[config.mk]
export PLATFORM = sky130hd
export DESIGN_NAME = rv_lsu
export DESIGN_NICKNAME = d
export VERILOG_FILES = /design/src/rv_pkg.sv /design/src/rv_lsu.sv
export VERILOG_INCLUDE_DIRS = /design/src /design/src/src
export SDC_FILE = /design/constraint.sdc
export NUM_CORES = 1
export LEC_CHECK = 0
export BUFFER_PORTS_ARGS = -buffer_cell sky130_fd_sc_hd__buf_2
export CORE_AREA = 2 2 191 193
export CTS_CLUSTER_SIZE = 24
export DETAILED_ROUTE_END_ITERATION = 7
export DIE_AREA = 0 0 193 195
export PLACE_DENSITY = 0.54
export SETUP_SLACK_MARGIN = 0.4
export SLEW_MARGIN = 0
export SYNTH_ARGS = -nofsm -noshare
export SYNTH_HDL_FRONTEND = slang
export SYNTH_SLANG_ARGS = --single-unit
[constraint.sdc]
create_clock -name clk -period 21.4 [get_ports clk]
set_input_delay 1.07 -clock clk [delete_from_list [all_inputs] [get_ports clk]]
set_output_delay 1.07 -clock clk [all_outputs]
set_load 0.1 [all_outputs]
[src/rv_settings.svh]
`ifndef RV_SETTINGS_SVH
`define RV_SETTINGS_SVH

// Register and data width
`define XLEN 64

// Integer registers, x0 included
`define NUM_REGS 32

// First fetch address after reset
`define RESET_PC 64'h0000_0000_0000_0000

// Fixed machine trap handler entry
`define TRAP_VECTOR 64'h0000_0000_0000_0200

// addi x0, x0, 0
`define NOP_INSTR 32'h0000_0013

`endif

[src/rv_pkg.sv]
`include "rv_settings.svh"

package rv_pkg;

    typedef logic [`XLEN-1:0] word_t;    // One register or data value
    typedef logic [31:0]      instr_t;
    typedef logic [4:0]       reg_idx_t;

    typedef enum logic [2:0] {
        ALU_ADD,
        ALU_SUB,
        ALU_SLT,                          // Signed compare
        ALU_SLL,
        ALU_PASS_B                        // Operand B straight through
    } alu_op_e;

    // Same order as funct3[1:0] of loads and stores
    typedef enum logic [1:0] {
        MEM_BYTE,
        MEM_HALF,
        MEM_WORD,
        MEM_DOUBLE
    } mem_size_e;

    typedef enum logic [1:0] {
        OPA_REG,
        OPA_PC,
        OPA_ZERO
    } op_a_sel_e;

    typedef enum logic {
        OPB_REG,
        OPB_IMM
    } op_b_sel_e;

    typedef struct packed {
        reg_idx_t  rd;
        reg_idx_t  rs1;
        reg_idx_t  rs2;
        word_t     imm;
        alu_op_e   alu_op;
        op_a_sel_e op_a_sel;
        op_b_sel_e op_b_sel;
        logic      writes_rd;
        logic      load;
        logic      store;
        mem_size_e mem_size;
        logic      load_unsigned;          // lbu, lhu, lwu
        logic      branch;                 // beq only
        logic      jal;
        logic      jalr;
        logic      mret;
    } decoded_t;

    // Wishbone classic master side
    typedef struct packed {
        logic                 cyc;
        logic                 stb;
        logic                 we;
        word_t                adr;         // Byte address
        word_t                dat;
        logic [`XLEN/8-1:0]   sel;         // One bit per byte lane
    } wb_req_t;

    typedef struct packed {
        word_t dat;
        logic  ack;
    } wb_rsp_t;

    typedef struct packed {
        logic     en;
        reg_idx_t addr;
        word_t    data;
    } rf_write_t;

endpackage

[src/rv_lsu.sv]
`timescale 1ns/1ns
`include "rv_settings.svh"

module rv_lsu (
    input  logic             clk,
    input  logic             reset,
    input  rv_pkg::decoded_t dec_i,
    input  logic             ex_valid_i,
    input  rv_pkg::word_t    addr_i,
    input  rv_pkg::word_t    store_data_i,
    output rv_pkg::wb_req_t  bus_o,
    input  rv_pkg::wb_rsp_t  bus_i,
    output logic             busy_o,
    output rv_pkg::word_t    load_data_o,
    output logic             load_done_o
);
    import rv_pkg::*;

    logic               mem_op;
    logic               cyc_q, we_q;
    word_t              adr_q, dat_q;
    logic [`XLEN/8-1:0] sel_q, base_sel;
    word_t              lane_data;

    assign mem_op      = ex_valid_i & (dec_i.load | dec_i.store);
    assign busy_o      = mem_op;                           // Whole stay in execute
    assign load_done_o = cyc_q & bus_i.ack;                // Ends stores too

    always_comb begin
        case (dec_i.mem_size)
            MEM_BYTE: base_sel = 8'h01;
            MEM_HALF: base_sel = 8'h03;
            MEM_WORD: base_sel = 8'h0f;
            default:  base_sel = 8'hff;
        endcase
    end

    // Cycle control, idle again the cycle after ack
    always_ff @(posedge clk or negedge reset) begin
        if (!reset) begin
            cyc_q <= 1'b0;
            we_q  <= 1'b0;
        end else if (cyc_q) begin
            if (bus_i.ack) begin
                cyc_q <= 1'b0;
                we_q  <= 1'b0;
            end
        end else if (mem_op) begin
            cyc_q <= 1'b1;
            we_q  <= dec_i.store;
        end
    end

    // Address, lane-shifted data and selects, held until ack
    always_ff @(posedge clk) begin
        if (!cyc_q && mem_op) begin
            adr_q <= addr_i;
            dat_q <= store_data_i << {addr_i[2:0], 3'b000};
            sel_q <= base_sel << addr_i[2:0];
        end
    end

    assign bus_o = '{cyc: cyc_q, stb: cyc_q, we: we_q, adr: adr_q, dat: dat_q, sel: sel_q};

    // Load bytes come from the lane the request used
    assign lane_data = bus_i.dat >> {adr_q[2:0], 3'b000};

    always_comb begin
        case (dec_i.mem_size)
            MEM_BYTE: load_data_o = dec_i.load_unsigned ? word_t'(lane_data[7:0])
                                                        : word_t'($signed(lane_data[7:0]));
            MEM_HALF: load_data_o = dec_i.load_unsigned ? word_t'(lane_data[15:0])
                                                        : word_t'($signed(lane_data[15:0]));
            MEM_WORD: load_data_o = dec_i.load_unsigned ? word_t'(lane_data[31:0])
                                                        : word_t'($signed(lane_data[31:0]));
            default:  load_data_o = lane_data;             // ld, no extension
        endcase
    end

    // Idle for one cycle after every ack
    a_drop_after_ack: assert property (@(posedge clk) disable iff (!reset)
        bus_o.cyc && bus_i.ack |=> !bus_o.cyc && !bus_o.stb);

    // Request held while slave inserts wait states
    a_adr_hold: assert property (@(posedge clk) disable iff (!reset)
        bus_o.stb && !bus_i.ack |=> bus_o.stb && $stable(bus_o.adr));

endmodule

==> impl_metrics.tcl, run 1 <==
set metrics [dict create \
    ys_types 37 \
    cts_buffer_depth 2 \
    port_buffers 405 \
    cp.arrival_ps 3890 \
    status "finished clean" \
    cts_hold_buf 0 \
    fill_cells 3702 \
    reg2reg_depth 2 \
    period_minus_slack_ps 4960 \
    synth-xor-area-share_pct 0 \
    post_synth_mux_area_share_pct 24.0 \
    yosysSeqAreaShare_pct 48.9 \
    grt_max_degree 100 \
    drt_iter0_drc 581 \
    critPathLaunch "adr_q[0]$_DFFE_PP_" \
    dieArea_um2 37600 \
    gp_congestion 0.886 \
    layout_common_cells "404 x buf_2, 136 x edfxtp_1, 105 x mux2i_1" \
    critical-path-top-delay-family "buffers and inverters" \
    h-tree-depth 4 \
    post_cts_buffers 0 \
    drcViolationCount 0 \
    dp_cells 1541 \
    p_leak_nw 5.03 \
    synth_top_cells_by_area "edfxtp_1 48%, mux2i_1 12%, mux4_2 8.3%, nand2_1 4.2%, mux2_2 3.3%" \
    layout_commonest_cell "buf_2" \
    regToRegEndpoint "adr_q[2]$_DFFE_PP_" \
    track_usage_pct 16.4 \
    syn_area_um2 8450 \
    r2r_slack_ps 19620 \
    io_pins 496 \
    synthSimpleGateAreaFrac_pct 13.1 \
    die_x_um 193 \
    syn_area_per_cell_um2 11.4 \
    report.final.slew_viol_count 0 \
    cp.required_ps 20330 \
    synth_compound_area_share_pct 9.50 \
    synth_top_family_by_area "multiplexers" \
    rsz0062_at_grt "no" \
    critPathBufInv 2 \
    worstSetupPathType "reg2out" \
    die_h_um 195 \
    worstSetupEndpointType "primary output" \
    synth_top_area_cell "edfxtp_1" \
    antenna_found_initial 8 \
    ys_ff_latch 138 \
    utilization_pct 32.3 \
    start_util_pct 23.9 \
    rows 69 \
    multi_input_area_um2 3950 \
    cts.sink_count 138 \
    cp.depth 5 \
    numCtsBuffers 17 \
    first_pass_iters 5 \
    p_total_mw 1.07 \
    synthAdderAreaFrac_pct 0 \
    tns_ps 0 \
    hold_path.class "in2async" \
    maxSlewHeadroom_pct 21.8 \
    cp_slowest_stage_delay_ps 780 \
    cp_slowest_cell "edfxtp_1" \
    crit_end "load_data_o[62]" \
    seqCellArea_um2 4130 \
    insertion_delay_ps 420 \
    max_cap_viol_count 0 \
    r2r_start "cyc_q$_DFF_PN0_" \
    root_buffer "clkbuf_16" \
    whs_ps 421 \
    core_area_um2 35400 \
    drive_gt1_share_pct 45.8 \
    num-nets-final 1390 \
    viasPerCell 4.76 \
    wl_per_cell_um 20.7 \
    grt_pass1_vias 7044 \
    synth-edff-count 136 \
    netlist_instances 744 \
    synth_top_area_share_pct 48.4 \
    routed_wl_um 32700 \
    synth_nets 1035 \
    peakVddDrop_mv 0.0655 \
    hold_viol 0 \
    finalSetupViolCount 0 \
    clkTransAtPathRegs_ps 70 \
    vias 7523 \
    syn2layout_area_growth_pct 35.5 \
    overflow 0 \
    worst_pin_slew_ps 1170 \
    cp_max_fo 52 \
    cts_resized 0 \
    finalClockSkew_ps 7.05 \
    cts_tree "built" \
    synth_async_sr_flop_share_pct 1.45 \
    ys.flop_type "edfxtp_1" \
    max_clock_freq_mhz 202 \
    ys_warn_count 0 \
    route.antenna.remaining_nets 0 \
    final.period_utilization_pct 23.2 \
    p_per_area_nw_per_um2 93.7 \
    fin_cells 1579 \
    grt_first_pass_wirelength_um 46000 \
    path_cells "buf_4, mux4_2, or4_4, nand4_1, buf_2" \
    dp_hpwl_um 24600 \
    worst_setup_path_start_kind "flop" \
]
[metal layers]
metal	global-route usage, %	vias up	routed length [um]
met1	23.1	3569	14600
met2	25.1	348	14800
li1	-	3553	-
met3	3.54	47	2420
met5	0	-	40
met4	5.16	6	774
[kinds of logic (layout without fill, tap and decap cells)]
| family | count (synthesis) | count (layout) |
|---|---|---|
| buffers and inverters | 82 | 450 |
| multiplexers | 161 | 161 |
| AO/OA/AOI/OAI | 128 | 128 |
| other | 0 | 6 |
| flip-flops | 138 | 138 |
| AND/OR/NAND/NOR | 235 | 235 |
[flip-flops by register name, summed over array words and instances, names as in the netlist]
name / cells
cyc_q: 1
sel_q: 8
adr_q: 64
we_q: 1
dat_q: 64
[cell type report]
| class | instances | area share (%) |
|---|---|---|
| diodes | 6 | 0.131 |
| clock buffers | 17 | 3.72 |
| clock inverters | 15 | 1.97 |
| inverters | 3 | 0.0984 |
| multi-input cells | 524 | 34.5 |
| flip-flops and latches | 138 | 36.1 |
| well taps | 461 | 5.04 |
| repair buffers | 415 | 18.4 |
[worst min path at each step]
stage / start / end / slack [ps] / depth (start not counted)
after global routing: reset / we_q$_DFFE_PN0P_ / 410 / 1
after global placement: we_q$_DFFE_PN0P_ / we_q$_DFFE_PN0P_ / 500 / 2
final: reset / cyc_q$_DFF_PN0_ / 420 / 1
after floorplan: we_q$_DFFE_PN0P_ / we_q$_DFFE_PN0P_ / 490 / 2
after detailed placement: we_q$_DFFE_PN0P_ / we_q$_DFFE_PN0P_ / 540 / 2
after CTS: reset / cyc_q$_DFF_PN0_ / 400 / 1
[cells in the mapped netlist (18+ instances only)]
master	count
nand4_1	24
mux2_2	25
o21ai_0	52
clkbuf_1	38
mux4_2	31
nand2_1	95
nor2_1	44
o2bb2ai_1	23
mux2i_1	105
buf_2	18
edfxtp_1	136
and2_1	18
a21oi_1	21
[report_power, final]
group | switching [mW] | internal, mW
combinational | 0.341 | 0.0770
clock | 0.133 | 0.191
sequential | 0.00636 | 0.324
[per-stage QoR]
step | worst slack, ps | area (um2)
finish | 16440 | 11400
floorplan | 12670 | 8450
CTS | 16340 | 11400
global route | 16150 | 11400
global placement | 16660 | 10800
detailed placement | 16660 | 10800
Note: power is estimated with default switching activity, not from simulation.
==> run 2: changes to the inputs <==
--- a/config.mk
+++ b/config.mk
@@ -7,11 +7,11 @@
 export NUM_CORES = 1
 export LEC_CHECK = 0
 export BUFFER_PORTS_ARGS = -buffer_cell sky130_fd_sc_hd__buf_2
-export CORE_AREA = 2 2 191 193
+export CORE_AREA = 2 2 193 195
 export CTS_CLUSTER_SIZE = 24
 export DETAILED_ROUTE_END_ITERATION = 7
-export DIE_AREA = 0 0 193 195
-export PLACE_DENSITY = 0.54
+export DIE_AREA = 0 0 195 197
+export PLACE_DENSITY = 0.53
 export SETUP_SLACK_MARGIN = 0.4
 export SLEW_MARGIN = 0
 export SYNTH_ARGS = -nofsm -noshare
==> constraint.sdc (replaced) <==
create_clock -name clk -period 4.7 [get_ports clk]
set_input_delay 0.235 -clock clk [delete_from_list [all_inputs] [get_ports clk]]
set_output_delay 0.235 -clock clk [all_outputs]
set_load 0.1 [all_outputs]
==> run 2 against run 1 <==
Against the previous run: worst setup slack lost 16000 ps; critical path depth stayed put; final area grew 5.3%; clock skew rose by 2.0 ps; via count is 4.0% higher; non-clock buffer count grew 61; final cell count rose by 4.6%; utilization is 0.89 points higher; sequential power rose to 4.6 times the previous value; sequential share of layout area fell by 1.8 points; combinational power rose to 4.7 times the previous value; total power grew to 4.5 times the previous value; largest power group unchanged; highest routed layer unchanged.
==> impl_metrics.tcl, run 2 (synthesis gave the netlist of run 1 again) <==
set metrics [dict create \
    viasPerCell 4.74 \
    num-nets-final 1451 \
    drt_iter0_drc 783 \
    internal_power_mw 2.67 \
    cp.arrival_ps 3760 \
    power_frac_clock_pct 29.1 \
    dieArea_um2 38400 \
    fill_cells 3716 \
    rsz0062_at_grt "no" \
    vias 7824 \
    finalSetupViolCount 0 \
    die_x_um 195 \
    worstSetupEndpointType "primary output" \
    hold_viol 0 \
    port_buffers 405 \
    track_usage_pct 16.5 \
    fin_cells 1651 \
    layout_commonest_cell "buf_2" \
    top_regs "adr_q: 64 flops, dat_q: 64 flops, sel_q: 8 flops" \
    grt_pass1_vias 7402 \
    routed_wl_um 33200 \
    grt_first_pass_wirelength_um 47700 \
    cp.required_ps 4470 \
    final.period_utilization_pct 85.0 \
    route.antenna.remaining_nets 0 \
    max_clock_freq_mhz 250 \
    layout_common_cells "404 x buf_2, 136 x edfxtp_1, 105 x mux2i_1" \
    dp_slack_ps 1150 \
    post_cts_buffers 0 \
    hold_path.class "in2reg" \
    period_minus_slack_ps 4000 \
    p_sw_mw 2.20 \
    layout_setup_ws_ps 704 \
    max_cap_viol_count 0 \
    gp_congestion 0.912 \
    seqCellArea_um2 4130 \
    clkTransAtPathRegs_ps 70 \
    drcViolationCount 0 \
    worst_setup_path_start_kind "flop" \
    grt_max_degree 115 \
    insertion_delay_ps 430 \
    worstSetupPathType "reg2out" \
    dpl-instance-area_um2 10800 \
    tns_ps 0 \
    finalClockSkew_ps 9.08 \
    multi_input_area_um2 3950 \
    cts_buffer_depth 2 \
    peakVddDrop_mv 0.236 \
    seqPwrFrac_pct 31.0 \
    status "finished clean" \
    wl_per_cell_um 20.1 \
    first_pass_iters 5 \
    rows 70 \
    antenna_found_initial 9 \
    core_area_um2 36300 \
    drive_gt1_share_pct 43.8 \
    cts_resized 0 \
    dp_hpwl_um 25200 \
    dp_cells 1553 \
    h-tree-depth 4 \
    power_frac_comb_pct 39.9 \
    io_pins 496 \
    cts.sink_count 138 \
    p_leak_nw 5.28 \
    worst_pin_slew_ps 1090 \
    report.final.slew_viol_count 0 \
    maxSlewHeadroom_pct 27.1 \
    sw_frac_of_total_pct 45.2 \
    die_h_um 197 \
    numCtsBuffers 17 \
    syn2layout_area_growth_pct 42.6 \
    overflow 0 \
    cts_tree "built" \
    start_util_pct 23.3 \
    p_per_area_nw_per_um2 405 \
    finish.instance_area_um2 12000 \
    root_buffer "clkbuf_16" \
    cp_max_fo 48 \
]
run 2: worst max-delay path, stage by stage (launching register included):
cell	delay, ps
edfxtp_1	1070
mux2i_1	300
mux4_2	520
or4_4	710
nand3_1	250
buf_2	460
run 2: stage by stage:
stage          power (mW)  hold WS, ps  util [%]
2_1_floorplan        3.07        -60.6         -
3_3_place_gp         3.44         19.7      29.9
3_5_place_dp         3.45         23.1      29.9
4_1_cts              4.92         2.23      33.2
5_1_grt              5.04         2.35      33.2
6_report             4.88         19.5      33.2
run 2: layer usage:
| layer | global-route usage [%] | wire length [um] | up-vias |
|---|---|---|---|
| met1 | 22.5 | 14800 | 3770 |
| li1 | - | - | 3666 |
| met2 | 25.7 | 15400 | 357 |
| met5 | 0 | 10 | - |
| met3 | 4.09 | 2460 | 29 |
| met4 | 5.17 | 538 | 2 |
run 2: what timing repair did:
action / CTS / global route
hold buffers: 56 / 0
setup endpoints to repair: 0 / 0
endpoints found under the hold margin: 57 / 0
run 2: power by group through the flow:
stage	combinational [mW]	clock [mW]	sequential, mW
after floorplan	0.930	0	2.14
after global placement	1.90	0	1.53
after detailed placement	1.91	0	1.54
after CTS	1.95	1.46	1.51
after global routing	2.02	1.50	1.52
final	1.95	1.42	1.51
run 2: worst paths after layout:
kind	start	to	slack (ps)	depth (start not counted)
worst max-delay path	adr_q[1]$_DFFE_PP_	load_data_o[20]	700	5
max in group asynchronous	reset	cyc_q$_DFF_PN0_	4460	2
worst min-delay path	addr_i[55]	adr_q[55]$_DFFE_PP_	20	1
worst min register to register	we_q$_DFFE_PN0P_	we_q$_DFFE_PN0P_	530	2
min in group asynchronous	reset	we_q$_DFFE_PN0P_	140	2
worst max register to register	cyc_q$_DFF_PN0_	dat_q[30]$_SDFFCE_PP0P_	2620	2
run 2: final cells by class:
class                           instances  area share (%)
Clock buffer                           17            3.53
Sequential cell                       138            34.3
Multi-Input combinational cell        524            32.8
Tap cell                              468            4.86
Timing Repair Buffer                  476            22.5
Clock inverter                         15            1.64
Antenna cell                           10           0.208
Inverter                                3          0.0935
==> run 3: changes to the inputs <==
--- a/config.mk
+++ b/config.mk
@@ -7,13 +7,14 @@
 export NUM_CORES = 1
 export LEC_CHECK = 0
 export BUFFER_PORTS_ARGS = -buffer_cell sky130_fd_sc_hd__buf_2
-export CORE_AREA = 2 2 193 195
+export CORE_AREA = 2 2 194 196
 export CTS_CLUSTER_SIZE = 24
 export DETAILED_ROUTE_END_ITERATION = 7
-export DIE_AREA = 0 0 195 197
+export DIE_AREA = 0 0 196 198
 export PLACE_DENSITY = 0.53
 export SETUP_SLACK_MARGIN = 0.4
 export SLEW_MARGIN = 0
 export SYNTH_ARGS = -nofsm -noshare
 export SYNTH_HDL_FRONTEND = slang
 export SYNTH_SLANG_ARGS = --single-unit
+export TNS_END_PERCENT = 100
==> run 3 against run 2 <==
Against the previous run: utilization is 0.61 points lower; first-iteration DRC count is 25% lower; register-to-register slack worse by 110 ps; non-clock buffer count is 2 higher; critical path type unchanged; largest cell class unchanged.
==> impl_metrics.tcl, run 3 (synthesis gave the netlist of run 1 again) <==
set metrics [dict create \
    root_buffer "clkbuf_16" \
    wl_met2_um 15200 \
    vias 7824 \
    p_sw_mw 2.23 \
    syn2layout_area_growth_pct 42.7 \
    period_minus_slack_ps 3730 \
    power_frac_comb_pct 40.6 \
    gp_congestion 0.913 \
    num-nets-final 1453 \
    regToRegEndpoint "sel_q[5]$_DFFE_PP_" \
    power_frac_clock_pct 28.1 \
    internal_power_mw 2.58 \
    finalSetupViolCount 0 \
    max_clock_freq_mhz 268 \
    first_pass_iters 5 \
    max_cap_viol_count 0 \
    overflow 0 \
    start_util_pct 22.9 \
    finish.instance_area_um2 12100 \
    cts_resized 0 \
    whs_ps 36.0 \
    grt_first_pass_wirelength_um 47100 \
    cts_tree "built" \
    final.period_utilization_pct 79.4 \
    sw_frac_of_total_pct 46.3 \
    cts.sink_count 138 \
    cp.required_ps 4470 \
    io_pins 496 \
    hold_viol 0 \
    dp_hpwl_um 24700 \
    layout_setup_ws_ps 969 \
    finalClockSkew_ps 9.18 \
    worstSetupEndpointType "primary output" \
    grt_pass1_vias 7137 \
    routed_wl_um 33300 \
    wl_per_cell_um 20.1 \
    grt_max_degree 77 \
    die_x_um 196 \
    h-tree-depth 4 \
    layout_commonest_cell "buf_2" \
    report.final.slew_viol_count 0 \
    status "finished clean" \
    peakVddDrop_mv 0.207 \
    viasPerCell 4.73 \
    dpl-instance-area_um2 10800 \
    worstSetupPathType "reg2out" \
    drcViolationCount 0 \
    cts_buffer_depth 2 \
    port_buffers 405 \
    track_usage_pct 16.3 \
    die_h_um 198 \
    worst_setup_path_start_kind "flop" \
    hold_path.class "in2reg" \
    worst_pin_slew_ps 1160 \
    route.antenna.remaining_nets 0 \
    tns_ps 0 \
    rows 71 \
    drt_iter0_drc 586 \
    core_area_um2 37000 \
    layout_common_cells "404 x buf_2, 136 x edfxtp_1, 105 x mux2i_1" \
    top_regs "adr_q: 64 flops, dat_q: 64 flops, sel_q: 8 flops" \
    insertion_delay_ps 430 \
    met1Wirelength_um 15300 \
    cp.arrival_ps 3500 \
    critPathLaunch "adr_q[0]$_DFFE_PP_" \
    p_leak_nw 5.27 \
    dp_slack_ps 1400 \
    r2r_slack_ps 2510 \
    crit_end "load_data_o[49]" \
    top_layer "met5" \
    dieArea_um2 38800 \
    reg2reg_depth 2 \
    numCtsBuffers 17 \
    maxSlewHeadroom_pct 22.5 \
    p_per_area_nw_per_um2 399 \
    wl_met3_um 2040 \
    rsz0062_at_grt "no" \
    r2r_start "cyc_q$_DFF_PN0_" \
    clkTransAtPathRegs_ps 70 \
    drive_gt1_share_pct 43.5 \
    antenna_found_initial 10 \
    cp_max_fo 32 \
    seqPwrFrac_pct 31.4 \
]
-- run 3: cell types whose count changed in the layout (fill, tap and decap cells not counted) --
cell,delta
inv_6,-1
bufinv_16,-2
buf_4,-3
clkinv_8,+3
dlygate4sd3_1,+5
diode_2,-4
-- run 3: cell type report --
| cell class | instances | area [um2] |
|---|---|---|
| fill | 3795 | 24900 |
| sequential | 138 | 4130 |
| multi-input combinational | 524 | 3950 |
| timing repair buffer | 478 | 2740 |
| tap | 474 | 593 |
| clock buffer | 17 | 425 |
| clock inverter | 15 | 178 |
| antenna | 6 | 15.0 |
| inverter | 3 | 11.3 |
-- run 3: stage by stage --
| stage | total power [mW] | util, % | std cells |
|---|---|---|---|
| final | 4.81 | 32.6 | 1655 |
| after global routing | 4.98 | 32.6 | 1653 |
| after CTS | 4.86 | 32.6 | 1649 |
| after detailed placement | 3.44 | 29.3 | 1556 |
| after global placement | 3.44 | 29.3 | 1556 |
| after floorplan | 3.07 | - | 744 |
-- run 3: layer usage --
| metal | global-route usage [%] | up-vias |
|---|---|---|
| met5 | 0 | - |
| met4 | 5.53 | 6 |
| met3 | 3.47 | 37 |
| met2 | 24.8 | 326 |
| met1 | 22.8 | 3787 |
| li1 | - | 3668 |
-- run 3: power groups by stage --
stage          registers [mW]  logic, mW  clock network [mW]
4_1_cts                  1.51       1.95                1.40
2_1_floorplan            2.14      0.930                   0
3_3_place_gp             1.53       1.90                   0
3_5_place_dp             1.54       1.91                   0
5_1_grt                  1.52       2.02                1.44
6_report                 1.51       1.95                1.35
-- run 3: worst min-delay path by stage --
stage | startpoint | end | slack, ps | depth (start not counted)
2_1_floorplan | reset | cyc_q$_DFF_PN0_ | -60 | 0
4_1_cts | addr_i[14] | adr_q[14]$_DFFE_PP_ | 20 | 1
6_report | addr_i[14] | adr_q[14]$_DFFE_PP_ | 40 | 1
3_5_place_dp | reset | cyc_q$_DFF_PN0_ | 20 | 1
5_1_grt | addr_i[14] | adr_q[14]$_DFFE_PP_ | 10 | 1
3_3_place_gp | reset | cyc_q$_DFF_PN0_ | 20 | 1
-- run 3: timing repair --
action                                 in CTS  in global routing
endpoints found under the hold margin      62                  0
hold buffers                               61                  0
setup buffers                               0                  0
-- run 3: critical path: stages, from the launching register on --
cell	delay, ps
edfxtp_1	530
buf_4	290
or2_2	440
o2bb2ai_1	190
nand2_1	690
o2111ai_1	430
buf_2	490
